**src/logic/cpri_rx_pkg.sv**
```systemverilog
package cpri_rx_pkg;

    // ------------------------------------------------------------------------
    // widths that carry a meaning
    // ------------------------------------------------------------------------

    // one cpri payload word
    typedef logic [63:0]  word_t;

    // word address inside a chip frame, 0 to 90 in use
    typedef logic [6:0]   waddr_t;

    // frame slot index into the ram
    typedef logic [1:0]   slot_t;

    // slot index plus wrap bit
    typedef logic [2:0]   slot_ptr_t;

    // fft agc value
    typedef logic [15:0]  agc_t;

    // header words 3..0 as one vector
    typedef logic [255:0] hdr_t;

    // agc, shift, then header words 3..0 from the top down
    typedef logic [335:0] info_t;

    // ------------------------------------------------------------------------
    // frame layout
    // ------------------------------------------------------------------------

    // frames held at once
    localparam int     SLOT_NUM      = 4;

    // header window
    localparam waddr_t HDR_FIRST     = 7'd3;
    localparam waddr_t HDR_LAST      = 7'd6;

    // payload window, info record packed on its first word
    localparam waddr_t PAYLOAD_FIRST = 7'd7;
    localparam waddr_t PAYLOAD_LAST  = 7'd90;

    // issue to data, in rd_clk cycles
    localparam int     READ_LATENCY  = 2;

endpackage

```
**src/logic/cpri_hdr_capture.sv**
```systemverilog
`timescale 1ns/1ps

module cpri_hdr_capture import cpri_rx_pkg::*; (
    input  logic   wr_clk,
    input  logic   wr_rst,
    input  logic   i_wen,
    input  waddr_t i_waddr,
    input  word_t  i_wdata,
    input  agc_t   i_fft_agc,
    input  word_t  i_fft_shift,
    output info_t  o_info
);

    word_t  hdr_q [HDR_LAST - HDR_FIRST + 1];
    waddr_t hdr_off;
    logic   hdr_hit;
    info_t  info_q;

    // ------------------------------------------------------------------------
    // header words 3 to 6
    // ------------------------------------------------------------------------

    // position inside the header window
    assign hdr_off = i_waddr - HDR_FIRST;
    assign hdr_hit = i_wen && (i_waddr >= HDR_FIRST) && (i_waddr <= HDR_LAST);

    always_ff @(posedge wr_clk) begin
        if (hdr_hit) begin
            hdr_q[hdr_off[1:0]] <= i_wdata;
        end
    end

    // ------------------------------------------------------------------------
    // info record
    // ------------------------------------------------------------------------

    // agc and shift sampled with the first payload word
    always_ff @(posedge wr_clk) begin
        if (i_wen && (i_waddr == PAYLOAD_FIRST)) begin
            info_q <= {i_fft_agc, i_fft_shift, hdr_q[3], hdr_q[2], hdr_q[1], hdr_q[0]};
        end
    end

    assign o_info = info_q;

    // frame never runs past the payload window
    a_waddr_range: assert property (
        @(posedge wr_clk) disable iff (wr_rst) i_wen |-> (i_waddr <= PAYLOAD_LAST)
    );

endmodule

```
**config.mk**
```make
export PLATFORM = sky130hd
export DESIGN_NAME = cpri_hdr_capture
export DESIGN_NICKNAME = d
export VERILOG_FILES = /design/src/logic/cpri_rx_pkg.sv /design/src/logic/cpri_hdr_capture.sv
export SDC_FILE = /design/constraint.sdc
export NUM_CORES = 1
export LEC_CHECK = 0
export ABC_AREA = 1
export BUFFER_PORTS_ARGS = -buffer_cell sky130_fd_sc_hd__clkbuf_2
export CORE_MARGIN = 4
export CORE_UTILIZATION = 29
export DETAILED_ROUTE_END_ITERATION = 10
export SLEW_MARGIN = 15
export SYNTH_ARGS = -nofsm -noshare
export SYNTH_HDL_FRONTEND = slang
export SYNTH_SLANG_ARGS = --single-unit
```
**constraint.sdc**
```tcl
create_clock -name wr_clk -period 107.2 [get_ports wr_clk]
set_input_delay 10.72 -clock wr_clk [delete_from_list [all_inputs] [get_ports wr_clk]]
set_output_delay 10.72 -clock wr_clk [all_outputs]
set_load 0.03 [all_outputs]
```
* Word level (Yosys, flattened, before mapping)
Memories as Yosys holds them, arrays and structs flattened. A register that Yosys moved wholly into a read port is not among the register bits.
Cells that the tools add are included.
** Storage, ports and cells
- Register bits :: 336
- Latch bits :: 0
- RAM bits :: 256
- ROM bits :: 0
- Input bits :: 154
- Output and inout port bits :: 336
- Word-level logic and storage cells :: 11
- Memories kept :: 1
** Memory list
- hdr_q :: words 4, bits a word 64, rd ports 4, clocked after memory_dff 4, wr ports 1, line cpri_hdr_capture.sv:14 : word_t hdr_q [HDR_LAST - HDR_FIRST + 1];
** Cells by class
- Add/subtract/negate cells :: 1
- $mul :: 0
- Div/mod/pow operators :: 0
- Order comparisons :: 2
- Eq/ne operators :: 1
- Shifts and indexed selects :: 0
- Muxes and demuxes :: 2
- Bitwise gates (word level) :: 0
- Reductions and logical operators :: 3
** Operators with widths (number)
- == test 7 x 3 -> 1 bit (second input constant) :: 1
- greater-or-equal comparator 7 x 2 -> 1 bit (second input constant) :: 1
- <= comparator 7 x 3 -> 1 bit (second input constant) :: 1
- logical AND 1 bit :: 3
- two-way mux 1 bit :: 2
- subtractor 2 bit (second input constant) :: 1

* Depth between registers and ports, before layout
- Depth in word-level cells :: 5
- Gate-level depth with buffers :: 7
- Depth with buffers taken out :: 7

* Least setup slack after synthesis
Ideal clock, no wire load.
- Path kind :: input -> register
- Start point :: in i_waddr[6]
- End point :: reg info_q[0], in the netlist o_info[0] (read register of hdr_q), enable pin
- Library setup time :: 1.865 ns
- Arrival time :: 42.432 ns
- Required time :: 105.335 ns
- Slack :: 62.903 ns
- Stages :: 3
- Path buffers :: 0
- Path through :: nor2_1 > nand2_1 > nor4_1
** Between the ends
- Cells in the longest elaborated chain, start to end :: 2
** RTL lines
- start, declared :: line cpri_hdr_capture.sv:7 : input waddr_t i_waddr,
- == test 7 x 3 -> 1 bit :: line cpri_hdr_capture.sv:39 : if (i_wen && (i_waddr == PAYLOAD_FIRST)) begin
- logical AND 1 bit :: line cpri_hdr_capture.sv:39
- end, declared :: line cpri_hdr_capture.sv:17 : info_t info_q;
No other way between the ends.
A chain may end at the register's enable or synchronous reset.

* Final worst setup path
- Start point :: in i_waddr[1]
- End point :: reg info_q[61], in the netlist o_info[61] (read register of hdr_q), enable pin
Same word-level chain as after synthesis.

==> results by group <==
Clock network
  • Clock sink total: between 500 and 600
  • Cells resized by post-CTS repair: 0
  • Post-CTS Setup Bufs: 0
  • Clock latency on the worst-skew pair: 590 ps
  • # hold bufs at CTS: 0
  • H-tree Lvls: 2
  • Clk root buf: clkbuf_16
  • Number of CTS-inserted buffers: 59
  • CTS clock-pin slew for the worst setup and hold paths: 60 ps
  • Maximum count of clock buffers along a single path: 3
  • TritonCTS clock tree: built

Final layout
  • Commonest cells after routing, fill and taps aside: 592 x edfxtp_1, 488 x clkbuf_2, 59 x clkbuf_16, 15 x clkinv_1, 12 x clkinv_2
  • Combined flip-flop and latch cell area: about 18000 sq um
  • Area growth, synth to finish: 30.5%
  • Combined area of the multi-input logic cells: between 100 and 150 sq um
  • Share of final-layout standard cells stronger than drive strength 1: 48.5%
  • Leading cell type in the layout, fill and taps excluded: edfxtp_1
  • Count of filler cells inserted in the layout: 5436
  • Number of inserted diodes: 0
  • Final net count: 1336

Yosys
  • Synth warnings: 0
  • Summed instance area of the synthesized netlist: ~18000 sq um
  • Sequential area share after synthesis: 99.3%
  • Count of state elements after synthesis: 592
  • Netlist cell types: 9
  • Cell taking the most area after synthesis: edfxtp_1
  • Share of the synthesized area in the top cell type: 99.3%
  • Synthesized Nets: 777
  • Largest cells by area after synthesis: edfxtp_1 99%, nand2_1 0.23%, nor2_1 0.19%, inv_1 0.13%, nand2_2 0.035%
  • Cell count after synthesis: 623
  • Synth Area per Inst: 28.7 sq um

Die
  • Starting Density: 29.5%
  • Site Rows: 90
  • Die Outline Area: 65800 sq um
  • Core footprint: between 60000 and 70000 sq um
  • Chip height: 256 microns
  • Number of I/O pins: 490
  • Overall die width: 256 microns

Timing
  • Total of endpoints with negative setup slack in the final report: 0
  • Final worst-path cycle share: 12.9%
  • Final period demand of the worst path: 13850 ps
  • Hold Worst Slack: about 400 ps
  • Total negative slack for setup checks: 0 ps
  • Slew Limit Fails: 0
  • Actual transition at the worst max-transition pin: 1050 ps
  • Maximum frequency from static timing analysis: 72.2 MHz
  • RSZ-0062 raised after global routing: false
  • Worst slew margin: 30.1%
  • Final setup skew: 11.5 ps
  • Count of endpoints failing hold in the final timing report: 0

Global route
  • Global-route total usage across every layer: 10.5%
  • Overflow after GRT: 0
  • Largest net degree at the start of global routing: 167
  • Number of antenna violations at the first check in global routing: 1
  • Global-route wire length before repair: 53200 microns
  • Via count of the first global-routing pass: 8498

Worst setup path
  • CP Capture Type: flop
  • Class of the most critical setup path: in -> reg
  • Sort of element at the start of the critical path: input port
  • Maximum net fanout on the critical path: 69
  • Arrival time reported for the critical path endpoint: 14050 ps
  • Worst EP required: 107400 ps

Run status
  • Result of the run: finished clean

Routing
  • Final routed wire length divided by cell count: 17.9 microns
  • Total iterations of the first detailed-routing run: 4
  • Count of routing violations after the opening detailed-route iteration: ~420
  • Vias after detailed routing: 8067
  • Vias per cell: approximately 4
  • DRC errors left: 0
  • Aggregate routed wire length: 36000 microns
  • Post-route ant nets: 0

Pwr
  • Power density of the placed cells: 19.6 nW/um^2
  • Cell internal pwr: roughly 0.00037 W
  • Share of total power in the clock network: 43.5%
  • Net Sw Frac: around a fifth
  • Sequential group share of total power: 55.5%
  • Static Leak: ~8.4 nW
  • Worst IR Drop VDD: about 0.014 mV
  • Sw power: 0.0000864 W
  • Final Power: 0.000458 W
  • Logic pwr share: 1.1%

Hold path
  • Class of the tightest hold or removal check: reg -> reg

Flow run
  • Max-cap violation count: 0

Place
  • Count of port buffers added during placement: 488
  • Placer congestion estimate: between 0.7 and 0.8
  • DPL Wire Length: 23800 microns
[cell usage after synthesis, drive strengths merged]
master and instances:
edfxtp 592, inv 7, nand3 1, nand2 12
nor4 1, nor2 10
[cell type report]
cell class,count,area share (%)
Clock inverter,48,1.82
Multi-Input combinational cell,24,0.578
Tap cell,782,4.19
Inverter,7,0.112
Clock buffer,63,6.38
Timing Repair Buffer,498,10.8
Sequential cell,592,76.1
[path summary, 6_finish.rpt]
check                                  start     endpoint  slack (ps)  depth (start not counted)
worst max register to register  hdr_q[1][41]  o_info[105]      106510                          0
worst min-delay path            hdr_q[1][13]   o_info[77]         410                          0
worst max-delay path              i_waddr[1]   o_info[61]       93350                          6
worst min register to register  hdr_q[1][13]   o_info[77]         410                          0
[per-stage QoR]
stage,util [%],instances,setup slack [ps],cell area (sq um)
after floorplan,-,623,62900,17900
after global placement,35.3,1903,92840,21400
after detailed placement,35.3,1903,92730,21400
after CTS,38.5,2014,93370,23400
after global routing,38.5,2014,93080,23400
final,38.5,2014,93350,23400
[worst max-delay path, cell delays in order]
cell      delay (ps)
clkbuf_2         120
nand2_1          130
nor4_2           870
buf_4            510
buf_4            730
buf_4            780
[sequential cells by signal, summed over array words and instances, names as in the netlist]
name / flops
hdr_q: 256
o_info: 336
[power by group through the flow]
| stage | Sequential, W | Clock, W | Combinational [W] |
|---|---|---|---|
| after global placement | 0.000259 | 0 | 0.00000472 |
| after global routing | 0.000254 | 0.000216 | 0.00000547 |
| after CTS | 0.000254 | 0.000206 | 0.00000501 |
| after detailed placement | 0.000259 | 0 | 0.00000498 |
| after floorplan | 0.000260 | 0 | 0.000000476 |
| final | 0.000254 | 0.000199 | 0.00000485 |
[routing by layer]
| metal | GRT usage [%] | vias up | part of all wire [%] | wire length [microns] |
|---|---|---|---|---|
| li1 | - | 3659 | - | - |
| met1 | 11.6 | 3993 | 37 | 13300 |
| met2 | 17.7 | 350 | 49 | 17600 |
| met3 | 5.21 | 63 | 11 | 4050 |
| met4 | 3.65 | 2 | 2.6 | 935 |
| met5 | 0 | - | 0.022 | 8 |
[cell families (layout without fill, tap and decap cells)]
kind of cell | Yosys count | in the layout | synth area share, %
simple gates | 24 | 24 | 0.552
flops | 592 | 592 | 99.3
buf+inv | 7 | 616 | 0.147
(Power assumes the default switching activity.)
