File: config.mk
export PLATFORM = sky130hd
export DESIGN_NAME = cpri_rx_reader
export DESIGN_NICKNAME = d
export VERILOG_FILES = /design/src/logic/cpri_rx_pkg.sv /design/src/logic/cpri_rx_reader.sv
export SDC_FILE = /design/constraint.sdc
export NUM_CORES = 1
export LEC_CHECK = 0
export BUFFER_PORTS_ARGS = -buffer_cell sky130_fd_sc_hd__buf_2
export CORE_AREA = 2 2 272 274
export CTS_BUF_LIST = sky130_fd_sc_hd__clkbuf_2
export DETAILED_ROUTE_END_ITERATION = 8
export DIE_AREA = 0 0 274 276
export GPL_TIMING_DRIVEN = 0
export PLACE_DENSITY_LB_ADDON = 0.12
export SYNTH_ARGS = -nofsm -noshare
export SYNTH_HDL_FRONTEND = slang
export SYNTH_SLANG_ARGS = --single-unit
File: constraint.sdc
create_clock -name rd_clk -period 89.4 [get_ports rd_clk]
set_input_delay 4.47 -clock rd_clk [delete_from_list [all_inputs] [get_ports rd_clk]]
set_output_delay 4.47 -clock rd_clk [all_outputs]
set_load 0.1 [all_outputs]
File: src/logic/cpri_rx_pkg.sv
package cpri_rx_pkg;

    // ------------------------------------------------------------------------
    // widths that carry a meaning
    // ------------------------------------------------------------------------

    // one cpri payload word
    typedef logic [63:0]  word_t;

    // word address inside a chip frame, 0 to 90 in use
    typedef logic [6:0]   waddr_t;

    // frame slot index into the ram
    typedef logic [1:0]   slot_t;

    // slot index plus wrap bit
    typedef logic [2:0]   slot_ptr_t;

    // fft agc value
    typedef logic [15:0]  agc_t;

    // header words 3..0 as one vector
    typedef logic [255:0] hdr_t;

    // agc, shift, then header words 3..0 from the top down
    typedef logic [335:0] info_t;

    // ------------------------------------------------------------------------
    // frame layout
    // ------------------------------------------------------------------------

    // frames held at once
    localparam int     SLOT_NUM      = 4;

    // header window
    localparam waddr_t HDR_FIRST     = 7'd3;
    localparam waddr_t HDR_LAST      = 7'd6;

    // payload window, info record packed on its first word
    localparam waddr_t PAYLOAD_FIRST = 7'd7;
    localparam waddr_t PAYLOAD_LAST  = 7'd90;

    // issue to data, in rd_clk cycles
    localparam int     READ_LATENCY  = 2;

endpackage

File: src/logic/cpri_rx_reader.sv
`timescale 1ns/1ps

module cpri_rx_reader import cpri_rx_pkg::*; (
    input  logic   rd_clk,
    input  logic   rd_rst,
    input  logic   i_frame_vld,
    input  logic   i_rready,
    input  info_t  i_rd_info,
    output waddr_t o_raddr,
    output logic   o_frame_done,
    output logic   o_tvalid,
    output waddr_t o_iq_raddr,
    output hdr_t   o_rx_info,
    output agc_t   o_fft_agc,
    output word_t  o_fft_shift
);

    logic                    active_q;
    logic                    issue;
    waddr_t                  raddr_q;
    logic [READ_LATENCY-1:0] vld_pipe;
    waddr_t                  addr_pipe [READ_LATENCY];
    info_t                   info_cap;
    info_t                   info_out;

    // ------------------------------------------------------------------------
    // issue and address walk
    // ------------------------------------------------------------------------

    // frame valid seen one cycle late
    always_ff @(posedge rd_clk) begin
        if (rd_rst) begin
            active_q <= 1'b0;
        end else begin
            active_q <= i_frame_vld;
        end
    end

    assign issue = active_q && i_frame_vld && i_rready;

    // 7..90 then back to 7
    always_ff @(posedge rd_clk) begin
        if (rd_rst) begin
            raddr_q <= PAYLOAD_FIRST;
        end else if (issue) begin
            raddr_q <= (raddr_q == PAYLOAD_LAST) ? PAYLOAD_FIRST : raddr_q + 7'd1;
        end
    end

    assign o_raddr      = raddr_q;
    assign o_frame_done = issue && (raddr_q == PAYLOAD_LAST);

    // ------------------------------------------------------------------------
    // pipeline matched to the ram
    // ------------------------------------------------------------------------

    always_ff @(posedge rd_clk) begin
        if (rd_rst) begin
            vld_pipe <= '0;
        end else begin
            vld_pipe <= {vld_pipe[READ_LATENCY-2:0], issue};
        end
    end

    always_ff @(posedge rd_clk) begin
        addr_pipe[0] <= raddr_q;
        for (int i = 1; i < READ_LATENCY; i++) begin
            addr_pipe[i] <= addr_pipe[i-1];
        end
    end

    // record taken at the first issue of a frame
    // moves to the output together with word 7 so the old frame's tail keeps its own record
    always_ff @(posedge rd_clk) begin
        if (issue && (raddr_q == PAYLOAD_FIRST)) begin
            info_cap <= i_rd_info;
        end
        if (vld_pipe[READ_LATENCY-2] && (addr_pipe[READ_LATENCY-2] == PAYLOAD_FIRST)) begin
            info_out <= info_cap;
        end
    end

    assign o_tvalid   = vld_pipe[READ_LATENCY-1];
    assign o_iq_raddr = addr_pipe[READ_LATENCY-1];
    assign {o_fft_agc, o_fft_shift, o_rx_info} = info_out;

    // reset flushes words in flight
    a_tvalid_rst: assert property (@(posedge rd_clk) rd_rst |=> !o_tvalid);

endmodule

Yosys cells after proc, flatten, opt, wreduce, memory -nomap -nowiden
Memories as Yosys holds them, arrays and structs flattened.
Cells that the tools add are included.
{ "word_totals": {"reg_bits": 682, "latch_bits": 0, "mem_bits_rw": 14, "mem_bits_ro": 0, "in_bits": 340, "wordCells": 16, "memories": 1} }
{ "memory_table": {"columns": ["name", "depth", "width", "rd", "rd_ports_with_merged_regs", "write_ports", "line", "rtl"], "rows": [
  ["addr_pipe", 2, 7, 2, 0, 2, "cpri_rx_reader.sv:22", "waddr_t addr_pipe [READ_LATENCY];"]
]} }
{ "classes": {"addsub": 1, "multipliers": 0, "div": 0, "magnitude_cmp": 0, "eq_ne": 3, "shifts": 0, "muxes": 1, "n_bitwise": 0, "reduce_logical": 5} }
{ "ops": {"columns": ["cell", "count"], "rows": [
  ["$eq 7x3->1 const B", 2],
  ["$add 7x1->7 const B", 1],
  ["$eq 7x7->1 const B", 1],
  ["$mux 7", 1],
  ["$logic_and 1x1->1", 5]
]} }

Longest topological paths before layout
Gate-level depths: netlist of the first run.
{ "depth": {"depth_word": 3, "ltp_mapped": 7} }

Least setup slack after synthesis of the first run
Ideal clock, no wire load.
{ "synth_path": {"path_kind": "register to register", "start": "mem addr_pipe[0][5] in the netlist's numbering", "end": "reg info_out[0] (enable)", "setup_ns": 1.854, "arrival_ns": 31.973, "t_required_ns": 87.546, "slack_ns": 55.573, "stages_incl_launch_ff": 2, "n_path_buf": 0, "synth_period_minus_slack_ns": 33.827, "path_cell_list": "dfxtp_1 > nor4_1"} }
{ "synth_lines": {"columns": ["element", "line", "rtl"], "rows": [
  ["start, declared", "cpri_rx_reader.sv:22", null],
  ["end signal, assigned", "cpri_rx_reader.sv:79", "info_out <= info_cap;"],
  ["end, declared", "cpri_rx_reader.sv:24", "info_t info_out;"]
]} }

Worst setup path after layout of the first run
{ "layout_path": {"start": "in i_rready", "end": "out o_frame_done"} }
{ "layout_between": {"elab_chain_len": 2} }
{ "layout_lines": {"columns": ["element", "line", "rtl"], "rows": [
  ["start, declared", "cpri_rx_reader.sv:7", "input logic i_rready,"],
  ["$logic_and 1x1->1", "cpri_rx_reader.sv:39", "assign issue = active_q && i_frame_vld && i_rready;"],
  ["$logic_and 1x1->1", "cpri_rx_reader.sv:51", "assign o_frame_done = issue && (raddr_q == PAYLOAD_LAST);"],
  ["end, declared", "cpri_rx_reader.sv:10", "output logic o_frame_done,"]
]} }
No other way between the ends.

==> results of run 1 <==
## kinds of logic after synthesis
logic type,synth area share
DFF,0.984
and+or+nand+nor,0.00715
buffers and inverters,0.00346
AOI/OAI and AO/OA,0.00340
adders and majority gates,0.00179
xor gates and xnor gates,0.000417
## through the flow
stage,setup WS [ns],power (uW)
2_1_floorplan,55.57,390
3_3_place_gp,36.73,404
3_5_place_dp,79.18,397
4_1_cts,79.18,611
5_1_grt,79.07,629
6_report,79.20,598
## layout make-up
class,count,area share
Buffer,10,0.00232
Clock inverter,46,0.00892
Multi-Input combinational cell,44,0.00995
Antenna cell,14,0.00125
Sequential cell,696,0.737
Timing Repair Buffer,773,0.151
Inverter,2,0.000268
Clock buffer,264,0.0471
Tap cell,959,0.0428
## worst reg2reg max path, cell delays in order (launching register included)
cell	delay, ns
sky130_fd_sc_hd__dfxtp_1	0.39
sky130_fd_sc_hd__or4_2	0.69
sky130_fd_sc_hd__nor3_2	0.62
sky130_fd_sc_hd__buf_6	0.27
sky130_fd_sc_hd__buf_8	0.16
sky130_fd_sc_hd__buf_6	0.17
sky130_fd_sc_hd__buf_6	0.17
sky130_fd_sc_hd__buf_6	0.16
sky130_fd_sc_hd__buf_8	0.16
sky130_fd_sc_hd__buf_6	0.17
sky130_fd_sc_hd__buf_6	0.19
## path summary, 6_finish.rpt
| path | endpoint | start | slack, ns |
|---|---|---|---|
| max | o_frame_done | i_rready | 79.20 |
| min | info_out[142] | info_cap[142] | 0.35 |
| max reg2reg | info_cap[10] | o_raddr[6] | 85.96 |
| min reg2reg | info_out[142] | info_cap[142] | 0.35 |
## placed cells by master (no fill, tap or decap), types with 3 or more instances in the layout
| master | netlist | layout |
|---|---|---|
| sky130_fd_sc_hd__buf_8 | 0 | 4 |
| sky130_fd_sc_hd__a21oi_1 | 4 | 4 |
| sky130_fd_sc_hd__nand3_1 | 4 | 4 |
| sky130_fd_sc_hd__diode_2 | 0 | 14 |
| sky130_fd_sc_hd__dfxtp_1 | 24 | 24 |
| sky130_fd_sc_hd__clkbuf_2 | 0 | 264 |
| sky130_fd_sc_hd__buf_4 | 7 | 55 |
| sky130_fd_sc_hd__ha_1 | 3 | 3 |
| sky130_fd_sc_hd__clkinv_2 | 0 | 5 |
| sky130_fd_sc_hd__edfxtp_1 | 672 | 672 |
| sky130_fd_sc_hd__nor2_1 | 7 | 7 |
| sky130_fd_sc_hd__clkinv_4 | 0 | 4 |
| sky130_fd_sc_hd__nand2_1 | 5 | 5 |
| sky130_fd_sc_hd__buf_2 | 1 | 691 |
| sky130_fd_sc_hd__clkinv_1 | 0 | 28 |
| sky130_fd_sc_hd__inv_6 | 0 | 4 |
| sky130_fd_sc_hd__buf_6 | 0 | 31 |
## report_power, final
part	leakage, uW	internal (uW)	switching [uW]	total (uW)
clock	0.00122	80.6	128	209
sequential	0.00627	361	1.34	362
combinational	0.00335	7.93	18.8	26.7
## routing by layer
metal / vias to the layer above / share of wire / global-route usage
met2: 520 / 0.53 / 0.242
met4: 10 / 0.028 / 0.0700
met3: 114 / 0.11 / 0.0737
li1: 5082 / - / -
met1: 5378 / 0.33 / 0.131
met5: - / 0.0012 / 0
## registers in the layout, summed over array words and instances (netlist names)
register,flops
active_q,1
addr_pipe,14
info_cap,336
info_out,336
o_raddr,7
vld_pipe,2
==> results by group, run 1 <==
Outcome
  – Outcome: finished clean

Pwr
  – Worst supply voltage drop on vdd: 0.0112 mV
  – Leakage component of the power: 0.0108 uW
  – Pwr Density: 21.3 mW/mm^2

Drt
  – Number of remaining DRC errors: 0
  – Post-route antenna net violation count: 0
  – Via density per instance: just under 4
  – Wire per inst: 19.0 microns
  – Detailed Route WL: 53300 microns
  – DRT iter0 DRCs: 510
  – Number of detailed-route iterations in the first pass: 4
  – Vias post-DR: 11.1k

Min path
  – Min-Delay Path Depth: 0
  – Worst min-delay path class: register to register

Global routing
  – Pin count of the biggest net entering global routing: 17
  – Total grt overflow: 0
  – Total Routing Usage GR: 0.139
  – Antenna violations before repair: 19
  – Number of global-route vias before repair: around 12k
  – Global-route wire length before repair: roughly 76000 microns

Clocking
  – Total clock buffers created by CTS: 179
  – Clock network latency to the later pin of the worst-skew pair: about 1.3 ns
  – Clock tree from TritonCTS: yes
  – Clock H-tree levels: 4
  – Root cell of the clock tree: sky130_fd_sc_hd__clkbuf_2
  – Number of instances resized during post-cts repair: 0
  – Post-CTS setup buffers: 0
  – Max clock buf depth: 3
  – Clk sinks: 696
  – Number of buffers inserted by hold repair at cts: 0
  – Worst-path clk slew: 0.09 ns

Die
  – Starting density of the core: 0.289
  – Standard-cell rows: a little under 100
  – Core Box Area: between 0.07 and 0.08 sq mm
  – Die footprint: 0.0756 sq mm
  – Height of the die: between 200 and 300 microns
  – Num ports: a little under 700
  – Die span in x: 274 microns

Timing
  – Hold slack final: 0.347 ns
  – Unrepaired setup endpoints after global routing: false
  – Worst clock skew on the final layout: 0.0889 ns
  – Worst-margin pin slew: approximately 0.79 ns
  – Fin crit share: 0.114
  – Minimum clock period: 10.20 ns
  – Fmax: 0.0980 GHz
  – Count of final max-slew check failures: 0
  – Summed negative setup slack over all endpoints: 0 ns
  – Final hold violation count: 0
  – Max-Slew Margin vs Limit: 0.468
  – Number of endpoints failing setup at the final stage: 0

Finish
  – Area of combinational cells with multiple inputs: 279 sq um
  – Fraction of the core area covered by cells at the end of the flow: 0.386
  – Area grow syn2layout: 33.5%
  – Final instance count without filler cells: 2808
  – Share of post-route cells with drive strength above 1: 0.581
  – Final net count: 2049
  – Final Instance Area: approximately 0.028 sq mm
  – Number of fillers in the final layout: roughly 7k
  – Seq. cell area: 0.0207 sq mm

Yosys
  – Synth area leaders: sky130_fd_sc_hd__edfxtp_1 (96%), sky130_fd_sc_hd__dfxtp_1 (2.3%), sky130_fd_sc_hd__buf_4 (0.25%)
  – Most numerous cell types in the synthesized netlist: sky130_fd_sc_hd__edfxtp_1 (672), sky130_fd_sc_hd__dfxtp_1 (24), sky130_fd_sc_hd__buf_4 (7), sky130_fd_sc_hd__nor2_1 (7), sky130_fd_sc_hd__nand2_1 (5)
  – Count of warnings emitted by yosys: 0
  – Unique masters post-synth: 27
  – Synth Net Count: between 1k and 1.5k
  – Count leader, synth: sky130_fd_sc_hd__edfxtp_1
  – Flip-flop and latch count after synthesis: 696
  – Post-synthesis sequential area ratio: 0.984
  – Post-synthesis cell area: 0.0210 sq mm
  – Mean Syn Cell Area: between 20 and 30 sq um
  – Synthesized instance count: between 700 and 800
  – Number of synthesized flops with an enable pin: 672
  – Most frequently used flop master after synthesis: sky130_fd_sc_hd__edfxtp_1
  – Cell taking the most area after synthesis: sky130_fd_sc_hd__edfxtp_1
  – Ys async rst share: 0
  – Fraction of post-synthesis cell area in the top cell type by area: 0.961

Place
  – DP Cell Count: 2484
  – Final weighted congestion of routability-driven global placement: 0.742
  – Port Buffer Count: roughly 700
  – Final HPWL DP: 39900 microns
  – Standard cell area after detailed placement: about 0.026 sq mm

Worst setup path
  – CP Data Arrival Time: ~5.7 ns
  – Family of cells with the greatest summed delay on the critical path: buffers and inverters
  – CP max stage cell: sky130_fd_sc_hd__buf_2
  – Critical Setup Path Class: primary input to primary output
  – Critical Path Sink Type: primary output
  – Depth of the worst register-to-register path: 10
  – Crit-path max cell delay: ~0.46 ns
  – Crit-path cells: buf_2 > nand3_1 > clkbuf_1 > nor2_1 > buf_2
  – Req. time, crit path: 84.93 ns
  – Type of origin of the critical path: primary input
  – Critical-path maximum fanout: 10
  – Stages on the worst setup path: 5
  – Worst path most repeated cell: sky130_fd_sc_hd__buf_2
  – Combined buffer and inverter count along the critical path: 3

Job
  – Max capacitance violation total: 0
Note: power is estimated with default switching activity, not from simulation.
==> run 2: changes to the inputs <==
Settings changed: ABC_AREA set to 1.
Clock period 89.4 ns to 10.2 ns, I/O delays scaled along.
==> run 2 against run 1 <==
Effect of this change: the flow now stops in clock tree synthesis (4_1_cts); synthesized cell count increased by 1.6%; area after synthesis increased by 0.23%.
==> results by group, run 2 <==
Clocking
  – Clock H-tree levels: 4
  – Number of buffers inserted by hold repair at cts: 553
  – Max clock buf depth: 3
  – Number of instances resized during post-cts repair: 0
  – Post-CTS setup buffers: 0
  – Total clock buffers created by CTS: 180
  – Root cell of the clock tree: sky130_fd_sc_hd__clkbuf_2
  – Clk sinks: between 600 and 700

Yosys
  – Unique masters post-synth: 22
  – Synth area leaders: sky130_fd_sc_hd__edfxtp_1 (96%), sky130_fd_sc_hd__dfxtp_1 (2.3%), sky130_fd_sc_hd__buf_4 (0.25%)
  – Most frequently used flop master after synthesis: sky130_fd_sc_hd__edfxtp_1
  – Main combinational cell family by area after synthesis: simple AND/OR/NAND/NOR gates
  – Area share of xor/xnor cells in the synthesized design: 0.000832
  – Proportion of synthesized area in mux cells: 0
  – Synthesized instance count: 764
  – Synth Net Count: 1107
  – Number of synthesized flops with an enable pin: between 600 and 700
  – Cell taking the most area after synthesis: sky130_fd_sc_hd__edfxtp_1
  – Adder-Cell Fraction of Synth Area: 0.00178
  – Most numerous cell types in the synthesized netlist: sky130_fd_sc_hd__edfxtp_1 (672), sky130_fd_sc_hd__dfxtp_1 (24), sky130_fd_sc_hd__inv_1 (13), sky130_fd_sc_hd__nor2_1 (13), sky130_fd_sc_hd__nand3_1 (8)
  – Post-synthesis sequential area ratio: 0.982
  – Fraction of post-synthesis cell area in the top cell type by area: 0.959
  – Count leader, synth: sky130_fd_sc_hd__edfxtp_1
  – Complex-gate fraction of the synthesized area: 0.00113
  – Flip-flop and latch count after synthesis: roughly 700
  – Count of warnings emitted by yosys: 0
  – Simple-gate portion of the synthesized area: 0.00969
  – Ys async rst share: 0
  – Mean Syn Cell Area: between 20 and 30 sq um
  – Post-synthesis cell area: around 0.021 sq mm

Die
  – Die span in x: 274 microns
  – Starting density of the core: 0.290
  – Standard-cell rows: 99
  – Num ports: 692
  – Height of the die: about 280 microns

Outcome
  – Stop err: [ERROR RSZ-0060] Max buffer count reached.
  – Outcome: stopped before the end
  – Last step reached: clock tree synthesis (4_1_cts)

Place
  – Post-placement worst setup slack: between 7 and 8 ns
  – Final weighted congestion of routability-driven global placement: 0.770
  – Final HPWL DP: 39500 microns
  – Port Buffer Count: roughly 690
-- run 2: cell types whose count changed after synthesis, moves of 2 or more --
| cell | change |
|---|---|
| sky130_fd_sc_hd__a211o_1 | -2 |
| sky130_fd_sc_hd__a21oi_1 | -2 |
| sky130_fd_sc_hd__clkbuf_1 | -2 |
| sky130_fd_sc_hd__inv_1 | +11 |
| sky130_fd_sc_hd__nand3_1 | +4 |
| sky130_fd_sc_hd__nand3_2 | +2 |
| sky130_fd_sc_hd__nand4_1 | +2 |
| sky130_fd_sc_hd__nor2_1 | +6 |
| sky130_fd_sc_hd__nor2b_1 | -2 |
-- run 2: stage by stage --
| step | setup TNS [ns] | hold WS [ns] | area [sq um] | utilization | std cells |
|---|---|---|---|---|---|
| after floorplan | -497.85 | 0.331 | 21100 | - | 764 |
| after global placement | -2532.89 | 0.339 | 25700 | 0.354 | 2414 |
| after detailed placement | 0 | 0.341 | 26300 | 0.363 | 2454 |
-- run 2: logic make-up after synthesis --
| kind of cell | count (synthesis) |
|---|---|
| flops | 696 |
| simple gates | 38 |
| buf+inv | 21 |
| compound gates | 4 |
| fa+ha+maj | 3 |
| xor+xnor | 2 |
==> run 3: changes to the inputs <==
Settings changed: CORE_AREA 2 2 272 274 to unset, CORE_UTILIZATION set to 29, CTS_BUF_LIST sky130_fd_sc_hd__clkbuf_2 to unset, DIE_AREA 0 0 274 276 to unset, PLACE_DENSITY_LB_ADDON 0.12 to 0.15.
==> run 3 against run 2 <==
Effect of this change: area after synthesis unchanged; the run now ends clean; synthesized cell count unchanged.
==> results by group, run 3 <==
Drt
  – Detailed Route WL: 50600 microns
  – Via density per instance: 3.97
  – Vias post-DR: 10.3k
  – DRT iter0 DRCs: between 500 and 600
  – Sum of routed wire segments on met1: 17800 microns
  – Wire length on met2: about 26000 microns
  – Post-route antenna net violation count: 0
  – Number of remaining DRC errors: 0
  – Number of detailed-route iterations in the first pass: 6
  – Met3 routed wirelength: 5480 microns
  – Wire per inst: 19.5 microns
  – Highest metal layer with signal wires: met5

Worst setup path
  – Critical-path maximum fanout: 15
  – CP Data Arrival Time: 3.21 ns
  – Critical Setup Path Class: register to register
  – Internal reg-to-reg setup slack: 7.28 ns
  – Req. time, crit path: approximately 11 ns
  – Critical Path Sink Type: register
  – Type of origin of the critical path: register

Yosys
  – Ys async rst share: 0
  – Number of synthesized flops with an enable pin: 672
  – Count of warnings emitted by yosys: 0
  – Flip-flop and latch count after synthesis: between 600 and 700
  – Unique masters post-synth: 22
  – Post-synthesis cell area: around 0.021 sq mm
  – Synth area leaders: sky130_fd_sc_hd__edfxtp_1 (96%), sky130_fd_sc_hd__dfxtp_1 (2.3%), sky130_fd_sc_hd__buf_4 (0.25%)
  – Cell taking the most area after synthesis: sky130_fd_sc_hd__edfxtp_1
  – Fraction of post-synthesis cell area in the top cell type by area: 0.959
  – Most frequently used flop master after synthesis: sky130_fd_sc_hd__edfxtp_1
  – Count leader, synth: sky130_fd_sc_hd__edfxtp_1
  – Synth Net Count: 1107
  – Most numerous cell types in the synthesized netlist: sky130_fd_sc_hd__edfxtp_1 (672), sky130_fd_sc_hd__dfxtp_1 (24), sky130_fd_sc_hd__inv_1 (13), sky130_fd_sc_hd__nor2_1 (13), sky130_fd_sc_hd__nand3_1 (8)
  – Mean Syn Cell Area: between 20 and 30 sq um
  – Synthesized instance count: 764
  – Post-synthesis sequential area ratio: 0.982

Die
  – Standard-cell rows: 98
  – Die span in x: 271 microns
  – Die footprint: 0.0737 sq mm
  – Height of the die: 271 microns
  – Starting density of the core: 0.294
  – Num ports: 692
  – Core Box Area: around 0.07 sq mm

Place
  – Post-placement worst setup slack: ~7.2 ns
  – Port Buffer Count: between 600 and 700
  – Final weighted congestion of routability-driven global placement: 0.758
  – Final HPWL DP: 37500 microns

Pwr
  – Worst supply voltage drop on vdd: 0.119 mV
  – Relative contribution of combinational cells to total power: 0.036
  – Internal power summed over all cells: 4840 uW
  – Reg power frac: 0.519
  – Clock power frac: 0.446
  – Proportion of total power due to net switching: 0.210
  – Switching Power: 1290 uW
  – Pwr Density: approximately 210 mW/mm^2
  – Leakage component of the power: 0.0107 uW

Finish
  – Share of post-route cells with drive strength above 1: 0.522
  – Final net count: between 1.5k and 2k
  – Commonest cells after routing, fill and taps aside: sky130_fd_sc_hd__buf_2 (691), sky130_fd_sc_hd__edfxtp_1 (672), sky130_fd_sc_hd__clkbuf_16 (80), sky130_fd_sc_hd__dfxtp_1 (24), sky130_fd_sc_hd__clkinv_1 (19)
  – Most common cell after layout, fill and taps aside: sky130_fd_sc_hd__buf_2
  – Area grow syn2layout: 37.2%
  – Largest registers: info_cap: 336 flops, info_out: 336 flops, addr_pipe: 14 flops

Timing
  – Number of endpoints failing setup at the final stage: 0
  – Fin crit share: 0.286
  – Summed negative setup slack over all endpoints: 0 ns
  – Worst clock skew on the final layout: 0.0149 ns
  – Final worst slack: 7.28 ns
  – Minimum clock period: around 2.9 ns
  – Max-Slew Margin vs Limit: 0.411
  – Count of final max-slew check failures: 0
  – Final hold violation count: 0
  – Unrepaired setup endpoints after global routing: false
  – Fmax: roughly 0.34 GHz
  – Worst-margin pin slew: ~0.88 ns

Min path
  – Worst min-delay path class: primary input to register

Outcome
  – Outcome: finished clean

Global routing
  – Antenna violations before repair: 15
  – Number of global-route vias before repair: 10.6k
  – Total Routing Usage GR: 0.134
  – Total grt overflow: 0
  – Global-route wire length before repair: 71900 microns
  – Pin count of the biggest net entering global routing: 32

Clocking
  – Number of buffers inserted by hold repair at cts: 0
  – Worst-path clk slew: about 0.060 ns
  – Clock H-tree levels: 3
  – Total clock buffers created by CTS: 78
  – Root cell of the clock tree: sky130_fd_sc_hd__clkbuf_16
  – Max clock buf depth: 3
  – Clk sinks: 696
  – Clock network latency to the later pin of the worst-skew pair: 0.60 ns
  – Post-CTS setup buffers: 0
  – Number of instances resized during post-cts repair: 0
  – Clock tree from TritonCTS: yes

Job
  – Max capacitance violation total: 0
-- run 3: cell counts after synthesis --
Identical to the previous run, type by type.
-- run 3: path summary, 6_finish.rpt --
kind	startpoint	to	depth (start not counted)
setup reg to reg	addr_pipe[0][3]	info_out[0]	10
hold / removal	i_rd_info[231]	info_cap[231]	1
hold reg to reg	addr_pipe[0][1]	addr_pipe[0][8]	0
setup / recovery	addr_pipe[0][3]	info_out[0]	10
-- run 3: area by class of cell --
class / instances / area (sq um)
diodes: 5 / 12.5
plain buffers: 7 / 52.6
clock buffers: 99 / 2080
clock inverters: 43 / 418
fillers: 6528 / 42700
inverters: 14 / 52.6
multi-input cells: 47 / 308
flip-flops and latches: 696 / 20700
well taps: 950 / 1190
repair buffers: 732 / 4110
-- run 3: per-layer routing --
metal | global-route usage | up-vias
li1 | - | 4703
met1 | 0.142 | 5028
met2 | 0.230 | 435
met3 | 0.0668 | 104
met4 | 0.0457 | 16
met5 | 0 | -
-- run 3: kinds of logic (layout without fill, tap and decap cells) --
kind of cell	Yosys count	after routing	synth area share
AND/OR/NAND/NOR	38	38	0.00969
flip-flops	696	696	0.982
buffers and inverters	21	895	0.00499
adder cells (fa/ha/maj)	3	3	0.00178
XOR/XNOR	2	2	0.000832
AO/OA/AOI/OAI	4	4	0.00113
other	0	5	0
-- run 3: through the flow --
| step | area [sq um] | power, uW | utilization | std cells | hold slack (ns) |
|---|---|---|---|---|---|
| 2_1_floorplan | 21100 | 3370 | - | 764 | 0.331 |
| 3_3_place_gp | 25700 | 3460 | 0.359 | 2405 | 0.338 |
| 3_5_place_dp | 26400 | 3460 | 0.368 | 2446 | 0.336 |
| 4_1_cts | 28900 | 6230 | 0.403 | 2588 | 0.0129 |
| 5_1_grt | 28900 | 6350 | 0.403 | 2589 | 0.0155 |
| 6_report | 28900 | 6130 | 0.403 | 2593 | 0.0713 |
-- run 3: power by group through the flow --
stage / Combinational [uW] / Sequential [uW] / Clock [uW]
2_1_floorplan: 26.6 / 3340 / 0
6_report: 219 / 3180 / 2730
4_1_cts: 223 / 3180 / 2830
5_1_grt: 232 / 3180 / 2930
3_5_place_dp: 222 / 3240 / 0
3_3_place_gp: 207 / 3260 / 0
-- run 3: critical path, stage by stage (launching register included) --
cell	delay, ns
sky130_fd_sc_hd__dfxtp_1	0.32
sky130_fd_sc_hd__inv_1	0.05
sky130_fd_sc_hd__nand4_1	0.12
sky130_fd_sc_hd__nor4_4	0.76
sky130_fd_sc_hd__buf_8	0.25
sky130_fd_sc_hd__buf_8	0.17
sky130_fd_sc_hd__buf_8	0.18
sky130_fd_sc_hd__buf_8	0.18
sky130_fd_sc_hd__buf_8	0.17
sky130_fd_sc_hd__buf_8	0.17
sky130_fd_sc_hd__buf_6	0.21
==> run 4: changes to the inputs <==
Settings changed: ABC_AREA 1 to 0.
Clock period 10.2 ns to 2.42 ns, I/O delays scaled along.
==> run 4 against run 3 <==
Effect of this change: core utilization is 5.1 points higher; final cell count is 13% higher; global-route usage is 0.69 points higher; critical path depth is 2 lower; worst hold slack worse by 0.045 ns; sequential share of layout area is 7.9 points lower; sequential cell count stayed put; fmax is 27% higher; design area is 13% higher; critical path type unchanged; largest cell class unchanged; highest routed layer unchanged.
==> results by group, run 4 (same netlist as run 1, synthesis figures left out) <==
Timing
  – Worst clock skew on the final layout: 0.0315 ns
  – Minimum clock period: 2.30 ns
  – Unrepaired setup endpoints after global routing: false
  – Worst-margin pin slew: 0.586 ns
  – Max-Slew Margin vs Limit: 0.612
  – Final hold violation count: 0
  – Final worst slack: around 0.12 ns
  – Fmax: 0.434 GHz
  – Number of endpoints failing setup at the final stage: 0
  – Fin crit share: 0.951
  – Count of final max-slew check failures: 0

Drt
  – Number of remaining DRC errors: 0
  – DRT iter0 DRCs: ~500
  – Detailed Route WL: 52700 microns
  – Number of detailed-route iterations in the first pass: 6
  – Post-route antenna net violation count: 0
  – Vias post-DR: 11.8k
  – Via density per instance: 4.02
  – Wire per inst: 18.0 microns

Worst setup path
  – CP max stage cell: sky130_fd_sc_hd__or4_4
  – Crit-path cells: or4_4 > nor3_4 > buf_16 > buf_16 > buf_16 > buf_16 > buf_12 > buf_16
  – Worst setup path startpoint: o_raddr[6]
  – Worst r2r src: o_raddr[6]
  – Worst path most repeated cell: sky130_fd_sc_hd__buf_16
  – Critical Path Sink Type: register
  – Critical-path maximum fanout: 17
  – Crit-path max cell delay: 0.54 ns
  – Critical Setup Path Class: register to register
  – Type of origin of the critical path: register
  – CP Data Arrival Time: 2.59 ns
  – Depth of the worst register-to-register path: 8
  – Req. time, crit path: 2.71 ns

Place
  – Port Buffer Count: 690
  – Post-placement worst setup slack: -0.673 ns
  – Final HPWL DP: roughly 38000 microns
  – Final weighted congestion of routability-driven global placement: 0.797

Global routing
  – Pin count of the biggest net entering global routing: 34
  – Total Routing Usage GR: 0.141
  – Antenna violations before repair: 6
  – Global-route wire length before repair: around 77000 microns
  – Number of global-route vias before repair: 12.6k
  – Total grt overflow: 0

Pwr
  – Leakage component of the power: 0.0122 uW
  – Worst supply voltage drop on vdd: 0.562 mV
  – Pwr Density: 805 mW/mm^2
  – Overall power of the completed layout: 26200 uW

Finish
  – Final net count: 2263
  – Commonest cells after routing, fill and taps aside: sky130_fd_sc_hd__buf_2 (691), sky130_fd_sc_hd__edfxtp_1 (672), sky130_fd_sc_hd__dlygate4sd3_1 (339), sky130_fd_sc_hd__clkbuf_16 (78), sky130_fd_sc_hd__buf_8 (21)
  – Share of post-route cells with drive strength above 1: 0.445
  – Most common cell after layout, fill and taps aside: sky130_fd_sc_hd__buf_2
  – Number of fillers in the final layout: 6280
  – Largest registers: info_cap: 336 flops, info_out: 336 flops, addr_pipe: 14 flops
  – Area grow syn2layout: 54.9%

Job
  – Max capacitance violation total: 0

Die
  – Starting density of the core: 0.293
  – Die footprint: 0.0735 sq mm
  – Die span in x: between 200 and 300 microns
  – Standard-cell rows: 98
  – Height of the die: 271 microns
  – Num ports: 692
  – Core Box Area: 0.0716 sq mm

Clocking
  – Clock network latency to the later pin of the worst-skew pair: 0.60 ns
  – Max clock buf depth: 3
  – Worst-path clk slew: 0.06 ns
  – Root cell of the clock tree: sky130_fd_sc_hd__clkbuf_16
  – Total clock buffers created by CTS: 78
  – Clk sinks: 696
  – Clock tree from TritonCTS: yes
  – Clock H-tree levels: 3

Outcome
  – Outcome: finished clean

Min path
  – Hold Startpoint: i_rready
  – Worst min-delay path class: primary input to register
  – Min-Delay Path Depth: 5
## run 4: cell types whose count changed in the layout (fill, tap and decap cells not counted), sizes merged, moves of 7 or more
cell,delta
inv,-12
nand3,-7
buf,+18
nor2,-7
dlygate4sd3,+339
## run 4: worst paths after layout
path	to	slack, ns
setup / recovery	info_cap[26]	0.12
setup reg to reg	info_cap[26]	0.12
hold reg to reg	addr_pipe[0][10]	0.35
hold / removal	o_raddr[3]	0.03
## run 4: what timing repair did
| item | CTS | global route |
|---|---|---|
| setup endpoints to repair | 218 | 109 |
| buffers inserted | 9 | 0 |
| pin swaps | 2 | 1 |
| hold buffers | 339 | 0 |
| cloned | 1 | 0 |
| hold endpoints to repair | 342 | 0 |
| resized for setup | 2 | 2 |
## run 4: critical path: cells and delay by family (launching register included)
| kind | cells | cell delay, ns |
|---|---|---|
| buffers and inverters | 6 | 0.84 |
| and+or+nand+nor | 2 | 0.75 |
| DFF | 1 | 0.37 |
## run 4: power by group
part	total [uW]	leakage [uW]	switching [uW]	internal, uW
Clock	11300	0.00118	4620	6660
Sequential	13400	0.00627	52.3	13400
Combinational	1490	0.00476	807	680
Total	26200	0.0122	5480	20700
## run 4: metal layers
metal  vias to the layer above  wire length, microns  GRT usage
li1                       5394                     -          -
met2                       439                 27500      0.250
met1                      5797                 18800      0.150
met5                         -                    51          0
met3                       116                  4290     0.0504
met4                         8                  1950     0.0606
## run 4: final cells by class
cell class | instances | area, sq um | share of cell area
flip-flops and latches | 696 | 20700 | 0.636
repair buffers | 1088 | 7840 | 0.241
clock buffers | 95 | 2050 | 0.0629
well taps | 950 | 1190 | 0.0365
clock inverters | 39 | 387 | 0.0119
multi-input cells | 44 | 312 | 0.00958
plain buffers | 10 | 66.3 | 0.00204
inverters | 2 | 7.51 | 0.000231
diodes | 2 | 5.00 | 0.000154
## run 4: metrics by stage
| stage | cell area [sq um] | cells | hold slack, ns | util | TNS, ns |
|---|---|---|---|---|---|
| finish | 32500 | 2926 | 0.0258 | 0.454 | 0 |
| global route | 32500 | 2925 | 0.0347 | 0.454 | 0 |
| CTS | 32500 | 2924 | 0.0736 | 0.454 | 0 |
| detailed placement | 26600 | 2444 | 0.299 | 0.372 | -66.93 |
| global placement | 25700 | 2392 | 0.298 | 0.359 | -9013.10 |
| floorplan | 21100 | 752 | 0.220 | - | -5421.50 |
